`src/verilog/cmo_cfg_pkg.sv`:
```
// Cache geometry constants and vector types for addresses, sets, tags, ways and lines
`default_nettype none

package cmo_cfg_pkg;

    // Geometry of the single-bank write-back data cache
    localparam int unsigned CMO_SETS     = 8;
    localparam int unsigned CMO_WAYS     = 4;

    // Request address split into tag, set and line offset
    localparam int unsigned CMO_OFFSET_W = 4;
    localparam int unsigned CMO_SET_W    = 3;
    localparam int unsigned CMO_TAG_W    = 9;
    localparam int unsigned CMO_ADDR_W   = 16;

    // Line number is the address without its offset
    localparam int unsigned CMO_NLINE_W  = CMO_TAG_W + CMO_SET_W;

    // Request address as seen by the handler
    typedef logic [CMO_ADDR_W-1:0]  addr_t;

    // Directory set index
    typedef logic [CMO_SET_W-1:0]   set_t;

    // Directory tag
    typedef logic [CMO_TAG_W-1:0]   tag_t;

    // One bit per way, used one-hot or as a mask
    typedef logic [CMO_WAYS-1:0]    way_vec_t;

    // Tag in the upper bits, set in the lower bits
    typedef logic [CMO_NLINE_W-1:0] nline_t;

endpackage

`default_nettype wire

```
`src/verilog/cmo_if_pkg.sv`:
```
// Operation enum and packed structs for requester, status, directory and flush ports
`default_nettype none

package cmo_if_pkg;

    import cmo_cfg_pkg::*;

    // Maintenance operations accepted from the requester
    typedef enum logic [2:0] {
        CMO_FENCE,
        CMO_INVAL_NLINE,
        CMO_INVAL_ALL,
        CMO_FLUSH_NLINE,
        CMO_FLUSH_ALL
    } cmo_op_e;

    typedef struct packed {
        cmo_op_e op;
        addr_t   addr;
    } cmo_req_t;

    // Idle flags of the neighbouring cache blocks
    typedef struct packed {
        logic wbuf_empty;
        logic mshr_empty;
        logic refill_busy;
        logic rtab_empty;
        logic ctrl_empty;
    } cache_status_t;

    // Directory lookup of one line by set and tag
    typedef struct packed {
        logic valid;
        set_t set;
        tag_t tag;
    } dir_nline_req_t;

    // Hit way is all zeros on a miss
    typedef struct packed {
        way_vec_t hit_way;
        logic     dirty;
    } dir_nline_rsp_t;

    // Directory read of one entry by set and way
    typedef struct packed {
        logic     valid;
        set_t     set;
        way_vec_t way;
    } dir_entry_req_t;

    typedef struct packed {
        logic valid;
        logic dirty;
        tag_t tag;
    } dir_entry_rsp_t;

    // Clears the valid bit of every way set in the mask
    typedef struct packed {
        logic     valid;
        set_t     set;
        way_vec_t way;
    } dir_inval_t;

    // Write-back request toward the flush controller
    typedef struct packed {
        nline_t   nline;
        way_vec_t way;
    } flush_req_t;

endpackage

`default_nettype wire

```
`src/verilog/cmo_scan_cnt.sv`:
```
// Set counter and one-hot way rotator walking every directory entry
`default_nettype none
`timescale 1ns/1ps

module cmo_scan_cnt
    import cmo_cfg_pkg::*;
(
    input  logic     clk_i,
    input  logic     rst_ni,

    input  logic     scan_reset_i,
    input  logic     scan_step_i,

    output set_t     set_o,
    output way_vec_t way_o,
    output logic     set_last_o,
    output logic     way_last_o
);

    set_t     set_q;
    way_vec_t way_q;

    assign set_last_o = (set_q == set_t'(CMO_SETS - 1));
    assign way_last_o = way_q[CMO_WAYS-1];

    assign set_o = set_q;
    assign way_o = way_q;

    // Way-minor order, the set moves on once the last way has been visited
    always_ff @(posedge clk_i or negedge rst_ni) begin
        if (!rst_ni) begin
            set_q <= '0;
            way_q <= way_vec_t'(1);
        end else if (scan_reset_i) begin
            set_q <= '0;
            way_q <= way_vec_t'(1);
        end else if (scan_step_i) begin
            if (way_last_o) begin
                way_q <= way_vec_t'(1);
                set_q <= set_last_o ? '0 : set_t'(set_q + 1'b1);
            end else begin
                way_q <= {way_q[CMO_WAYS-2:0], 1'b0};
            end
        end
    end

    // Directory checks rely on selecting exactly one way
    assert property (@(posedge clk_i) disable iff (!rst_ni)
        $onehot(way_q))
    else $error("cmo_scan_cnt: way vector is not one-hot");

endmodule

`default_nettype wire

```
`src/verilog/cmo_flush_fifo.sv`:
```
// Register-array flush request queue with fall-through when empty
`default_nettype none
`timescale 1ns/1ps

module cmo_flush_fifo
    import cmo_if_pkg::*;
#(
    parameter int unsigned DEPTH = 3
) (
    input  logic       clk_i,
    input  logic       rst_ni,

    input  logic       push_i,
    output logic       push_ok_o,
    input  flush_req_t push_data_i,

    input  logic       pop_i,
    output logic       pop_ok_o,
    output flush_req_t pop_data_o
);

    typedef logic [$clog2(DEPTH)-1:0]   ptr_t;
    typedef logic [$clog2(DEPTH+1)-1:0] cnt_t;

    flush_req_t mem_q [DEPTH];
    ptr_t       rd_ptr_q;
    ptr_t       wr_ptr_q;
    cnt_t       count_q;
    logic       empty;
    logic       bypass;
    logic       do_push;
    logic       do_pop;

    function automatic ptr_t ptr_next(ptr_t ptr);
        return (ptr == ptr_t'(DEPTH - 1)) ? '0 : ptr_t'(ptr + 1'b1);
    endfunction

    assign empty     = (count_q == '0);
    assign push_ok_o = (count_q != cnt_t'(DEPTH));

    // An empty queue shows the incoming request directly
    assign pop_ok_o   = ~empty | push_i;
    assign pop_data_o = empty ? push_data_i : mem_q[rd_ptr_q];

    // Taken in the same cycle it arrives, so it never lands in the array
    assign bypass  = empty & push_i & pop_i;
    assign do_push = push_i & ~bypass;
    assign do_pop  = pop_i & ~empty;

    always_ff @(posedge clk_i or negedge rst_ni) begin
        if (!rst_ni) begin
            rd_ptr_q <= '0;
            wr_ptr_q <= '0;
            count_q  <= '0;
        end else begin
            if (do_push) begin
                wr_ptr_q <= ptr_next(wr_ptr_q);
            end
            if (do_pop) begin
                rd_ptr_q <= ptr_next(rd_ptr_q);
            end
            case ({do_push, do_pop})
                2'b10:   count_q <= cnt_t'(count_q + 1'b1);
                2'b01:   count_q <= cnt_t'(count_q - 1'b1);
                default: count_q <= count_q;
            endcase
        end
    end

    always_ff @(posedge clk_i) begin
        if (do_push) begin
            mem_q[wr_ptr_q] <= push_data_i;
        end
    end

    // The producer must respect the free-space flag
    assert property (@(posedge clk_i) disable iff (!rst_ni)
        push_i |-> push_ok_o)
    else $error("cmo_flush_fifo: push while full");

endmodule

`default_nettype wire

```
`src/verilog/cmo_fsm.sv`:
```
// Maintenance request FSM for fences, line and whole-cache invalidations and flushes
`default_nettype none
`timescale 1ns/1ps

module cmo_fsm
    import cmo_cfg_pkg::*, cmo_if_pkg::*;
(
    input  logic           clk_i,
    input  logic           rst_ni,

    input  logic           req_valid_i,
    input  cmo_req_t       req_i,
    output logic           req_ready_o,
    output logic           req_wait_o,

    input  cache_status_t  status_i,
    output logic           wbuf_flush_all_o,

    output dir_nline_req_t dir_nline_req_o,
    input  dir_nline_rsp_t dir_nline_rsp_i,
    output dir_entry_req_t dir_entry_req_o,
    input  dir_entry_rsp_t dir_entry_rsp_i,
    output dir_inval_t     dir_inval_o,

    output logic           scan_reset_o,
    output logic           scan_step_o,
    input  set_t           scan_set_i,
    input  way_vec_t       scan_way_i,
    input  logic           scan_set_last_i,
    input  logic           scan_way_last_i,

    output logic           flush_push_o,
    input  logic           flush_push_ok_i,
    output flush_req_t     flush_req_o,
    input  logic           flush_busy_i,
    input  logic           flush_empty_i
);

    typedef enum logic [3:0] {
        ST_IDLE,
        ST_FENCE_WAIT,
        ST_DRAIN_WAIT,
        ST_INVAL_CHECK,
        ST_INVAL_LINE,
        ST_INVAL_ALL,
        ST_FLUSH_LINE,
        ST_FLUSH_WALK,
        ST_FLUSH_LAST
    } state_e;

    state_e   state_q, state_d;
    cmo_op_e  op_q, op_d;
    nline_t   nline_q, nline_d;
    logic     pend_q, pend_d;
    set_t     pend_set_q, pend_set_d;
    way_vec_t pend_way_q, pend_way_d;
    set_t     line_set;
    tag_t     line_tag;
    logic     drained;
    logic     nline_hit;
    logic     walk_issue;

    function automatic state_e first_state(cmo_op_e op);
        state_e st;
        case (op)
            CMO_INVAL_NLINE: st = ST_INVAL_CHECK;
            CMO_INVAL_ALL:   st = ST_INVAL_ALL;
            CMO_FLUSH_NLINE: st = ST_FLUSH_LINE;
            CMO_FLUSH_ALL:   st = ST_FLUSH_WALK;
            default:         st = ST_IDLE;
        endcase
        return st;
    endfunction

    assign line_set  = nline_q[CMO_SET_W-1:0];
    assign line_tag  = nline_q[CMO_NLINE_W-1:CMO_SET_W];
    assign nline_hit = |dir_nline_rsp_i.hit_way;

    // No miss, refill or replay may be in flight while the directory is touched
    assign drained = status_i.mshr_empty & ~status_i.refill_busy &
                     status_i.rtab_empty & status_i.ctrl_empty;

    assign req_ready_o  = (state_q == ST_IDLE);
    assign req_wait_o   = (state_q == ST_FENCE_WAIT) | (state_q == ST_DRAIN_WAIT);
    assign scan_reset_o = (state_q == ST_IDLE);

    // Next entry check only when the queue still has room for a push one cycle later
    assign walk_issue = (state_q == ST_FLUSH_WALK) & flush_push_ok_i & ~flush_push_o;

    // Result of the check issued in the previous cycle
    always_comb begin
        flush_push_o = 1'b0;
        flush_req_o  = '{nline: {dir_entry_rsp_i.tag, pend_set_q}, way: pend_way_q};
        if (pend_q) begin
            if (op_q == CMO_FLUSH_NLINE) begin
                flush_push_o = nline_hit & dir_nline_rsp_i.dirty;
                flush_req_o  = '{nline: nline_q, way: dir_nline_rsp_i.hit_way};
            end else begin
                flush_push_o = dir_entry_rsp_i.valid & dir_entry_rsp_i.dirty;
            end
        end
    end

    always_comb begin
        state_d    = state_q;
        op_d       = op_q;
        nline_d    = nline_q;
        pend_d     = 1'b0;
        pend_set_d = pend_set_q;
        pend_way_d = pend_way_q;

        wbuf_flush_all_o = 1'b0;
        scan_step_o      = 1'b0;
        dir_nline_req_o  = '{valid: 1'b0, set: line_set, tag: line_tag};
        dir_entry_req_o  = '{valid: 1'b0, set: scan_set_i, way: scan_way_i};
        dir_inval_o      = '{valid: 1'b0, set: line_set, way: dir_nline_rsp_i.hit_way};

        case (state_q)
            ST_IDLE: begin
                if (req_valid_i) begin
                    if (req_i.op == CMO_FENCE) begin
                        wbuf_flush_all_o = status_i.rtab_empty;
                        if (!(status_i.wbuf_empty && status_i.rtab_empty)) begin
                            state_d = ST_FENCE_WAIT;
                        end
                    end else begin
                        op_d    = req_i.op;
                        nline_d = req_i.addr[CMO_ADDR_W-1:CMO_OFFSET_W];
                        // Invalidate-all counts its sets in the set field
                        if (req_i.op == CMO_INVAL_ALL) begin
                            nline_d[CMO_SET_W-1:0] = '0;
                        end
                        state_d = drained ? first_state(req_i.op) : ST_DRAIN_WAIT;
                    end
                end
            end
            ST_FENCE_WAIT: begin
                wbuf_flush_all_o = status_i.rtab_empty;
                if (status_i.wbuf_empty && status_i.rtab_empty) begin
                    state_d = ST_IDLE;
                end
            end
            ST_DRAIN_WAIT: begin
                if (drained) begin
                    state_d = first_state(op_q);
                end
            end
            ST_INVAL_CHECK: begin
                dir_nline_req_o.valid = 1'b1;
                state_d = ST_INVAL_LINE;
            end
            ST_INVAL_LINE: begin
                dir_inval_o.valid = nline_hit;
                state_d = ST_IDLE;
            end
            ST_INVAL_ALL: begin
                dir_inval_o = '{valid: 1'b1, set: line_set, way: '1};
                nline_d[CMO_SET_W-1:0] = set_t'(line_set + 1'b1);
                if (line_set == set_t'(CMO_SETS - 1)) begin
                    state_d = ST_IDLE;
                end
            end
            ST_FLUSH_LINE: begin
                if (flush_push_ok_i) begin
                    dir_nline_req_o.valid = 1'b1;
                    pend_d  = 1'b1;
                    state_d = ST_FLUSH_LAST;
                end
            end
            ST_FLUSH_WALK: begin
                if (walk_issue) begin
                    dir_entry_req_o.valid = 1'b1;
                    scan_step_o = 1'b1;
                    pend_d      = 1'b1;
                    pend_set_d  = scan_set_i;
                    pend_way_d  = scan_way_i;
                    if (scan_set_last_i && scan_way_last_i) begin
                        state_d = ST_FLUSH_LAST;
                    end
                end
            end
            ST_FLUSH_LAST: begin
                // Done once every queued write-back has reached the flush controller
                if (flush_empty_i && !flush_busy_i) begin
                    state_d = ST_IDLE;
                end
            end
            default: begin
                state_d = ST_IDLE;
            end
        endcase
    end

    always_ff @(posedge clk_i or negedge rst_ni) begin
        if (!rst_ni) begin
            state_q <= ST_IDLE;
            pend_q  <= 1'b0;
        end else begin
            state_q <= state_d;
            pend_q  <= pend_d;
        end
    end

    always_ff @(posedge clk_i) begin
        op_q       <= op_d;
        nline_q    <= nline_d;
        pend_set_q <= pend_set_d;
        pend_way_q <= pend_way_d;
    end

    assert property (@(posedge clk_i) disable iff (!rst_ni)
        req_valid_i |-> (state_q == ST_IDLE))
    else $error("cmo_fsm: request received while busy");

    assert property (@(posedge clk_i) disable iff (!rst_ni)
        state_q inside {ST_IDLE, ST_FENCE_WAIT, ST_DRAIN_WAIT, ST_INVAL_CHECK, ST_INVAL_LINE,
                        ST_INVAL_ALL, ST_FLUSH_LINE, ST_FLUSH_WALK, ST_FLUSH_LAST})
    else $error("cmo_fsm: illegal state");

endmodule

`default_nettype wire

```
`src/verilog/cmo_handler.sv`:
```
// Maintenance handler top joining the request FSM, entry walker and flush queue
`default_nettype none
`timescale 1ns/1ps

module cmo_handler
    import cmo_cfg_pkg::*, cmo_if_pkg::*;
(
    input  logic           clk_i,
    input  logic           rst_ni,

    input  logic           req_valid_i,
    input  cmo_req_t       req_i,
    output logic           req_ready_o,
    output logic           req_wait_o,

    input  cache_status_t  status_i,
    output logic           wbuf_flush_all_o,

    output dir_nline_req_t dir_nline_req_o,
    input  dir_nline_rsp_t dir_nline_rsp_i,
    output dir_entry_req_t dir_entry_req_o,
    input  dir_entry_rsp_t dir_entry_rsp_i,
    output dir_inval_t     dir_inval_o,

    output logic           flush_alloc_o,
    input  logic           flush_alloc_ready_i,
    output flush_req_t     flush_alloc_req_o,
    input  logic           flush_empty_i
);

    logic       scan_reset;
    logic       scan_step;
    set_t       scan_set;
    way_vec_t   scan_way;
    logic       scan_set_last;
    logic       scan_way_last;
    logic       flush_push;
    logic       flush_push_ok;
    flush_req_t flush_push_req;

    cmo_fsm fsm_i (
        .clk_i,
        .rst_ni,
        .req_valid_i,
        .req_i,
        .req_ready_o,
        .req_wait_o,
        .status_i,
        .wbuf_flush_all_o,
        .dir_nline_req_o,
        .dir_nline_rsp_i,
        .dir_entry_req_o,
        .dir_entry_rsp_i,
        .dir_inval_o,
        .scan_reset_o    (scan_reset),
        .scan_step_o     (scan_step),
        .scan_set_i      (scan_set),
        .scan_way_i      (scan_way),
        .scan_set_last_i (scan_set_last),
        .scan_way_last_i (scan_way_last),
        .flush_push_o    (flush_push),
        .flush_push_ok_i (flush_push_ok),
        .flush_req_o     (flush_push_req),
        .flush_busy_i    (flush_alloc_o),
        .flush_empty_i
    );

    cmo_scan_cnt scan_i (
        .clk_i,
        .rst_ni,
        .scan_reset_i (scan_reset),
        .scan_step_i  (scan_step),
        .set_o        (scan_set),
        .way_o        (scan_way),
        .set_last_o   (scan_set_last),
        .way_last_o   (scan_way_last)
    );

    // The queue head is offered directly to the flush controller
    cmo_flush_fifo fifo_i (
        .clk_i,
        .rst_ni,
        .push_i      (flush_push),
        .push_ok_o   (flush_push_ok),
        .push_data_i (flush_push_req),
        .pop_i       (flush_alloc_ready_i),
        .pop_ok_o    (flush_alloc_o),
        .pop_data_o  (flush_alloc_req_o)
    );

endmodule

`default_nettype wire

```
`config.mk`:
```
export PLATFORM = sky130hd
export DESIGN_NAME = cmo_handler
export DESIGN_NICKNAME = d
export VERILOG_FILES = /design/src/verilog/cmo_cfg_pkg.sv /design/src/verilog/cmo_if_pkg.sv /design/src/verilog/cmo_scan_cnt.sv /design/src/verilog/cmo_flush_fifo.sv /design/src/verilog/cmo_fsm.sv /design/src/verilog/cmo_handler.sv
export SDC_FILE = /design/constraint.sdc
export NUM_CORES = 1
export LEC_CHECK = 0
export BUFFER_PORTS_ARGS = -buffer_cell sky130_fd_sc_hd__buf_2
export CAP_MARGIN = 0
export CORE_MARGIN = 8
export CORE_UTILIZATION = 47
export CTS_CLUSTER_SIZE = 24
export DETAILED_ROUTE_END_ITERATION = 7
export GPL_ROUTABILITY_DRIVEN = 0
export PLACE_DENSITY = 0.69
export SLEW_MARGIN = 20
export SYNTH_ARGS = -nofsm -noshare
export SYNTH_HDL_FRONTEND = slang
export SYNTH_SLANG_ARGS = --single-unit
```
`constraint.sdc`:
```
create_clock -name clk_i -period 3.08 [get_ports clk_i]
set_input_delay 0.154 -clock clk_i [delete_from_list [all_inputs] [get_ports clk_i]]
set_output_delay 0.154 -clock clk_i [all_outputs]
set_load 0.01 [all_outputs]
```
Word-level counts from Yosys, hierarchy flattened
Memory sizes are Yosys's and may differ from the RTL's.
Index checks and enable logic that the tools add are counted.
{"block": "word_totals", "reg_bits": 40, "ram_bits": 48, "input_bits": 45, "output_inout_bits": 49, "wordCells": 132, "n_memories": 1}
{"block": "op_classes", "add_sub_neg": 6, "n_eq_ne": 33, "muxes": 45, "bitwise_logic": 18, "reduce_logical": 17}
{"memory": "fifo_i.mem_q", "depth": 3, "width": 16, "read_ports": 1, "rd_clocked_by_memory_dff": 0, "wr": 1, "line": "cmo_flush_fifo.sv:25", "rtl": "flush_req_t mem_q [DEPTH];"}
{"operator": "$mux 4", "count": 14}
{"operator": "$mux 16", "count": 3}
{"operator": "$pmux 4 s8", "count": 1}
{"operator": "$mux 3", "count": 8}
{"operator": "$pmux 3 s4", "count": 2}
{"operator": "$eq 4x3->1 const B", "count": 4}
{"operator": "$eq 3x2->1 const B", "count": 4}
{"operator": "$eq 3x3->1 const B", "count": 4}
{"operator": "$and 1x1->1", "count": 11}
{"operator": "$ne 2x1->1 const B", "count": 5}
{"operator": "$ne 2x2->1 const B", "count": 5}
{"operator": "$mux 1", "count": 9}
{"operator": "$reduce_and 9->1", "count": 1}
{"operator": "$eq 4x2->1 const B", "count": 2}
{"operator": "$pmux 1 s2", "count": 4}
{"operator": "$reduce_bool 2->1", "count": 4}
{"operator": "$add 2x1->2 const B", "count": 3}
{"operator": "$add 3x1->3 const B", "count": 2}
{"operator": "$eq 2x2->1 const B", "count": 3}
{"operator": "$eq 3x1->1 const B", "count": 2}
{"operator": "$pmux 3 s2", "count": 1}
{"operator": "$reduce_and 3->1", "count": 2}
{"operator": "$not 1->1", "count": 5}
{"operator": "$eq 4x1->1 const B", "count": 1}
{"operator": "other kinds (14)", "count": 19}

Depth between registers and ports, before layout
{"block": "logic_depth", "word_depth": 10, "depth_mapped": 7, "ltp_nobuf": 7}

Hierarchy
From an unflattened synthesis, not the netlist that was laid out.
{"block": "unflattened", "cells_unflattened": 335, "area_unflattened_um2": 4279.1}
{"module": "cmo_flush_fifo", "n_inst": 1, "cells_each": 151, "area_each_um2": 2190.9, "seq_area_each_um2": 1591.5}
{"module": "cmo_fsm", "n_inst": 1, "cells_each": 152, "area_each_um2": 1722.9, "seq_area_each_um2": 785.8}
{"module": "cmo_scan_cnt", "n_inst": 1, "cells_each": 32, "area_each_um2": 365.4, "seq_area_each_um2": 176.4}

Least setup slack after synthesis
Ideal clock, no wire load.
{"block": "synth_path", "path_type": "flip-flop to flip-flop", "startpoint": "reg fsm_i.op_q[2]", "endpoint": "mem fifo_i.mem_q[1][0] in the netlist's numbering (enable)", "setup_ns": 0.415, "arrival_ns": 2.365, "t_required_ns": 2.665, "path_slack_ns": 0.299, "path_stages_with_launch": 5, "path_buffers": 0, "period_less_slack_ns": 2.781, "cell_sequence": "edfxtp_1 > and4b_2 > a32o_2 > nand3_1 > nor3b_1"}
{"block": "synth_between", "elab_chain_len": 9}
{"element": "from (decl)", "line": "cmo_fsm.sv:52", "rtl": "cmo_op_e op_q, op_d;"}
{"element": "from (signal assigned)", "line": "cmo_fsm.sv:205", "rtl": "op_q <= op_d;"}
{"element": "$eq 3x2->1 (*)", "line": "cmo_fsm.sv:95", "rtl": "if (op_q == CMO_FLUSH_NLINE) begin"}
{"element": "$mux 1 (*)", "line": "cmo_fsm.sv:95"}
{"element": "$mux 1 (*)", "line": "cmo_fsm.sv:94", "rtl": "if (pend_q) begin"}
{"element": "$and 1x1->1 (2 in series)", "line": "cmo_flush_fifo.sv:46", "rtl": "assign bypass = empty & push_i & pop_i;"}
{"element": "$not 1->1", "line": "cmo_flush_fifo.sv:47", "rtl": "assign do_push = push_i & ~bypass;"}
{"element": "$and 1x1->1 (*)", "line": "cmo_flush_fifo.sv:47"}
{"element": "$mux 1 (*)", "line": "cmo_flush_fifo.sv:71", "rtl": "if (do_push) begin"}
{"element": "$mux 1 (implied by the code) (*)", "line": "cmo_flush_fifo.sv:72", "rtl": "mem_q[wr_ptr_q] <= push_data_i;"}
{"element": "to (decl)", "line": "cmo_flush_fifo.sv:25"}
Every way passes the cells marked *; elsewhere a longest branch is shown, timed or not.

==> reports/metrics.cfg <==
[route]
ant_nets=0
drc_errors=0
wl_um=9519
vias=2948
first_iter_violations=97
dr.pass1.iters=4
viasPerCell=5.370
wire_per_inst_um=17.34

[timing]
fin_ws_ns=0.4538
post-route-min-period_ns=2.626
hold_viol_final=0
finalCritPeriodShare_pct=85.27
rsz0062_at_grt=no
fmax_ghz=0.3808
finalSetupViolCount=0
finalMaxSlewViolations=0
fin_tns_setup_ns=0
worst_pin_slew_ns=0.6335
finClkSkew_ns=0.01369
relSlewSlack_pct=57.77

[layout]
area_growth_pct=20.18
multiInputGateArea_um2=1538
n_fill_cell=712
seq_area_um2=2554
layout-drive-gt1-share_pct=35.60
antenna_cells=0
fin_nets=486

[placement]
place_ws_ns=0.6742
io_buffer_count=89
dp_hpwl_um=6751

[critical_path]
crit_type=reg -> out
critical_path_required_ns=2.93
critPathLaunchType=flip-flop
cp-end-kind=output pin
arrival_ns=2.47
cp_max_fo=9

[clock_network]
cts_resized=0
cts.clk_slew.worst_paths_ns=0.09
cts_root_buffer=clkbuf_8
numCtsBuffers=9
cts.sinks=88
hold_buffers=10
cts_tree=yes
cts_setup_buffers=0
htreeDepth=3
clk-insertion-delay-late_ns=0.36
cts_buffer_depth=2

[floorplan]
rows=34
initial_core_util_pct=48.42
dieWidth_um=110.8
core-area_um2=8721
io_pins=94
design.die.area_um2=12270
die_h_um=110.8

[synthesis]
yosysWarnings=0
syn_area_um2=4223
synth_compound_gate_area_share_pct=8.681
synth_ff_type=edfxtp_1
syn_area_per_cell_um2=12.53
yosys.area_share.xor_xnor_pct=0.8296
yosys.area_share.simple_pct=13.75
synth_nets=387
yosysUniqueCellTypes=54
seq_area_frac_synth_pct=60.47
synth_top_family_by_area=simple AND/OR/NAND/NOR gates
ys_seq_elements=88
synth_mux_area_share_pct=11.02
synth_fa_ha_area_share_pct=1.719
synth-edff-count=70
syn_inst=337
async_reset_ff_share_pct=20.45

[global_routing]
grt_pass1_wl_um=15100
grt_max_degree=34
first_global_vias=2945
antenna_found_initial=0
grt-ovfl-total=0
grt_util_all_layers_pct=15.13

[min_path]
worstHoldPathType=in -> reg

[power]
power_switching_mw=1.388
power_frac_clock_pct=21.2
leakage_nw=2.050
cellPowerDensity_nw_per_um2=745.6
p_comb_share_pct=36.3
p_int_mw=2.396
seqPwrFrac_pct=42.5
p_sw_share_pct=36.69
ir_worst_vdd_uv=487.0

[run_status]
status=finished clean

[flow_run]
cap_violations=0

registers in the layout, summed over array words and instances, names as in the netlist:
register and cells:
fifo_i.mem_q 48, fsm_i.nline_q 12, fsm_i.pend_way_q 4, fsm_i.state_q 4, scan_i.way_o 4, fsm_i.op_q 3
fsm_i.pend_set_q 3, scan_i.set_o 3, fifo_i.count_q 2, fifo_i.rd_ptr_q 2, fifo_i.wr_ptr_q 2, fsm_i.pend_q 1
routing by layer:
layer  part of all wire (%)  routed length (um)  up-vias  GRT usage (%)
met1                     45                4253     1424          18.40
met4                    1.1                 104        0          5.045
li1                       -                   -     1438              -
met3                    6.0                 569        9          4.329
met2                     48                4591       77          25.12
met5                      0                   0        -              0
through the flow:
step / total power, mW / area (um2) / hold slack, ns / cells / util (%)
after floorplan: 2.534 / 4223 / -0.1416 / 337 / -
after global placement: 2.970 / 4773 / 0.1134 / 523 / 54.73
after detailed placement: 3.007 / 4773 / 0.1151 / 523 / 54.73
after CTS: 3.813 / 5075 / 0.07019 / 549 / 58.19
after global routing: 4.017 / 5075 / 0.06729 / 549 / 58.19
final: 3.784 / 5075 / 0.08461 / 549 / 58.19
final cells by class:
cell class                      count  share of cell area (%)
Clock buffer                        9                   2.441
Clock inverter                      7                   1.529
Inverter                            5                  0.3698
Multi-Input combinational cell    222                   30.30
Sequential cell                    88                   50.32
Tap cell                          108                   2.663
Timing Repair Buffer              110                   12.38
power by group through the flow:
stage / clock network (mW) / logic [mW] / registers [mW]
2_1_floorplan: 0 / 0.985 / 1.55
3_3_place_gp: 0 / 1.35 / 1.62
3_5_place_dp: 0 / 1.38 / 1.63
4_1_cts: 0.817 / 1.39 / 1.60
5_1_grt: 0.860 / 1.53 / 1.63
6_report: 0.803 / 1.37 / 1.61
synthesized netlist by cell type (all sizes together), types with 3 or more instances:
cell	instances	area, um2
a21oi	21	105.1
nor2b	6	37.54
and4b	3	32.53
nor4b	4	35.03
nand3	5	25.02
clkbuf	10	37.54
dfrtp	17	425.4
inv	5	18.77
nand2	26	97.59
o21ai	25	125.1
a22o	3	27.53
mux2	20	225.2
edfxtp	70	2102
mux2i	24	240.2
nor2	36	135.1
nor3b	3	33.78
xnor2	3	26.28
nor3	6	35.03
ha	5	62.56
or2	5	31.28
buf	12	92.59
placed cells by master, fill, tap and decap left out, types with 2 or more instances in the layout:
master         count
edfxtp_1          70
nand3_1            5
dfrtp_1           17
mux2i_1           24
nor3_2             2
nor2b_1            6
nor3_1             4
nand3b_1           2
nor3b_2            2
mux2_2            17
nor2_1            35
o21ai_0           24
a21o_1             2
buf_4             11
o311ai_0           2
clkbuf_8           9
dlygate4sd3_1     10
or2_2              5
nand2_1           26
a22o_1             2
clkinvlp_4         4
nor4b_1            4
a21oi_1           21
buf_2             89
mux2_1             3
ha_1               5
inv_6              2
inv_1              5
xnor2_1            3
and4b_2            2
kinds of logic (layout without fill, tap and decap cells):
family	after synthesis	count (layout)
AND/OR/NAND/NOR	108	108
flip-flops	88	88
AO/OA/AOI/OAI	60	60
multiplexers	44	44
buffers and inverters	27	131
adder cells (fa/ha/maj)	6	6
XOR/XNOR	4	4
critical path: stages (launching register included):
cell	delay, ns
edfxtp_1	0.45
nor2b_1	0.22
nand3_1	0.41
buf_4	0.35
mux2_2	0.33
nand2_1	0.07
o21ai_0	0.11
buf_2	0.17
path summary, 6_finish.rpt:
path	start	to	slack (ns)	cells past startpoint
max in group asynchronous	rst_ni	scan_i.way_o[0]$_DFFE_PN1P_	2.49	2
max reg2reg	fsm_i.state_q[0]$_DFFE_PN0P_	fsm_i.op_q[2]$_DFFE_PP_	0.65	4
min in group asynchronous	rst_ni	fifo_i.count_q[0]$_DFFE_PN0P_	0.26	2
min	req_i[6]	fsm_i.nline_q[2]$_DFFE_PP_	0.08	2
max	fsm_i.op_q[2]$_DFFE_PP_	flush_alloc_req_o[6]	0.45	7
min reg2reg	scan_i.way_o[2]$_DFFE_PN0P_	fsm_i.pend_way_q[2]$_DFFE_PP_	0.50	0
No activity file was read; power rests on OpenSTA's default activity.
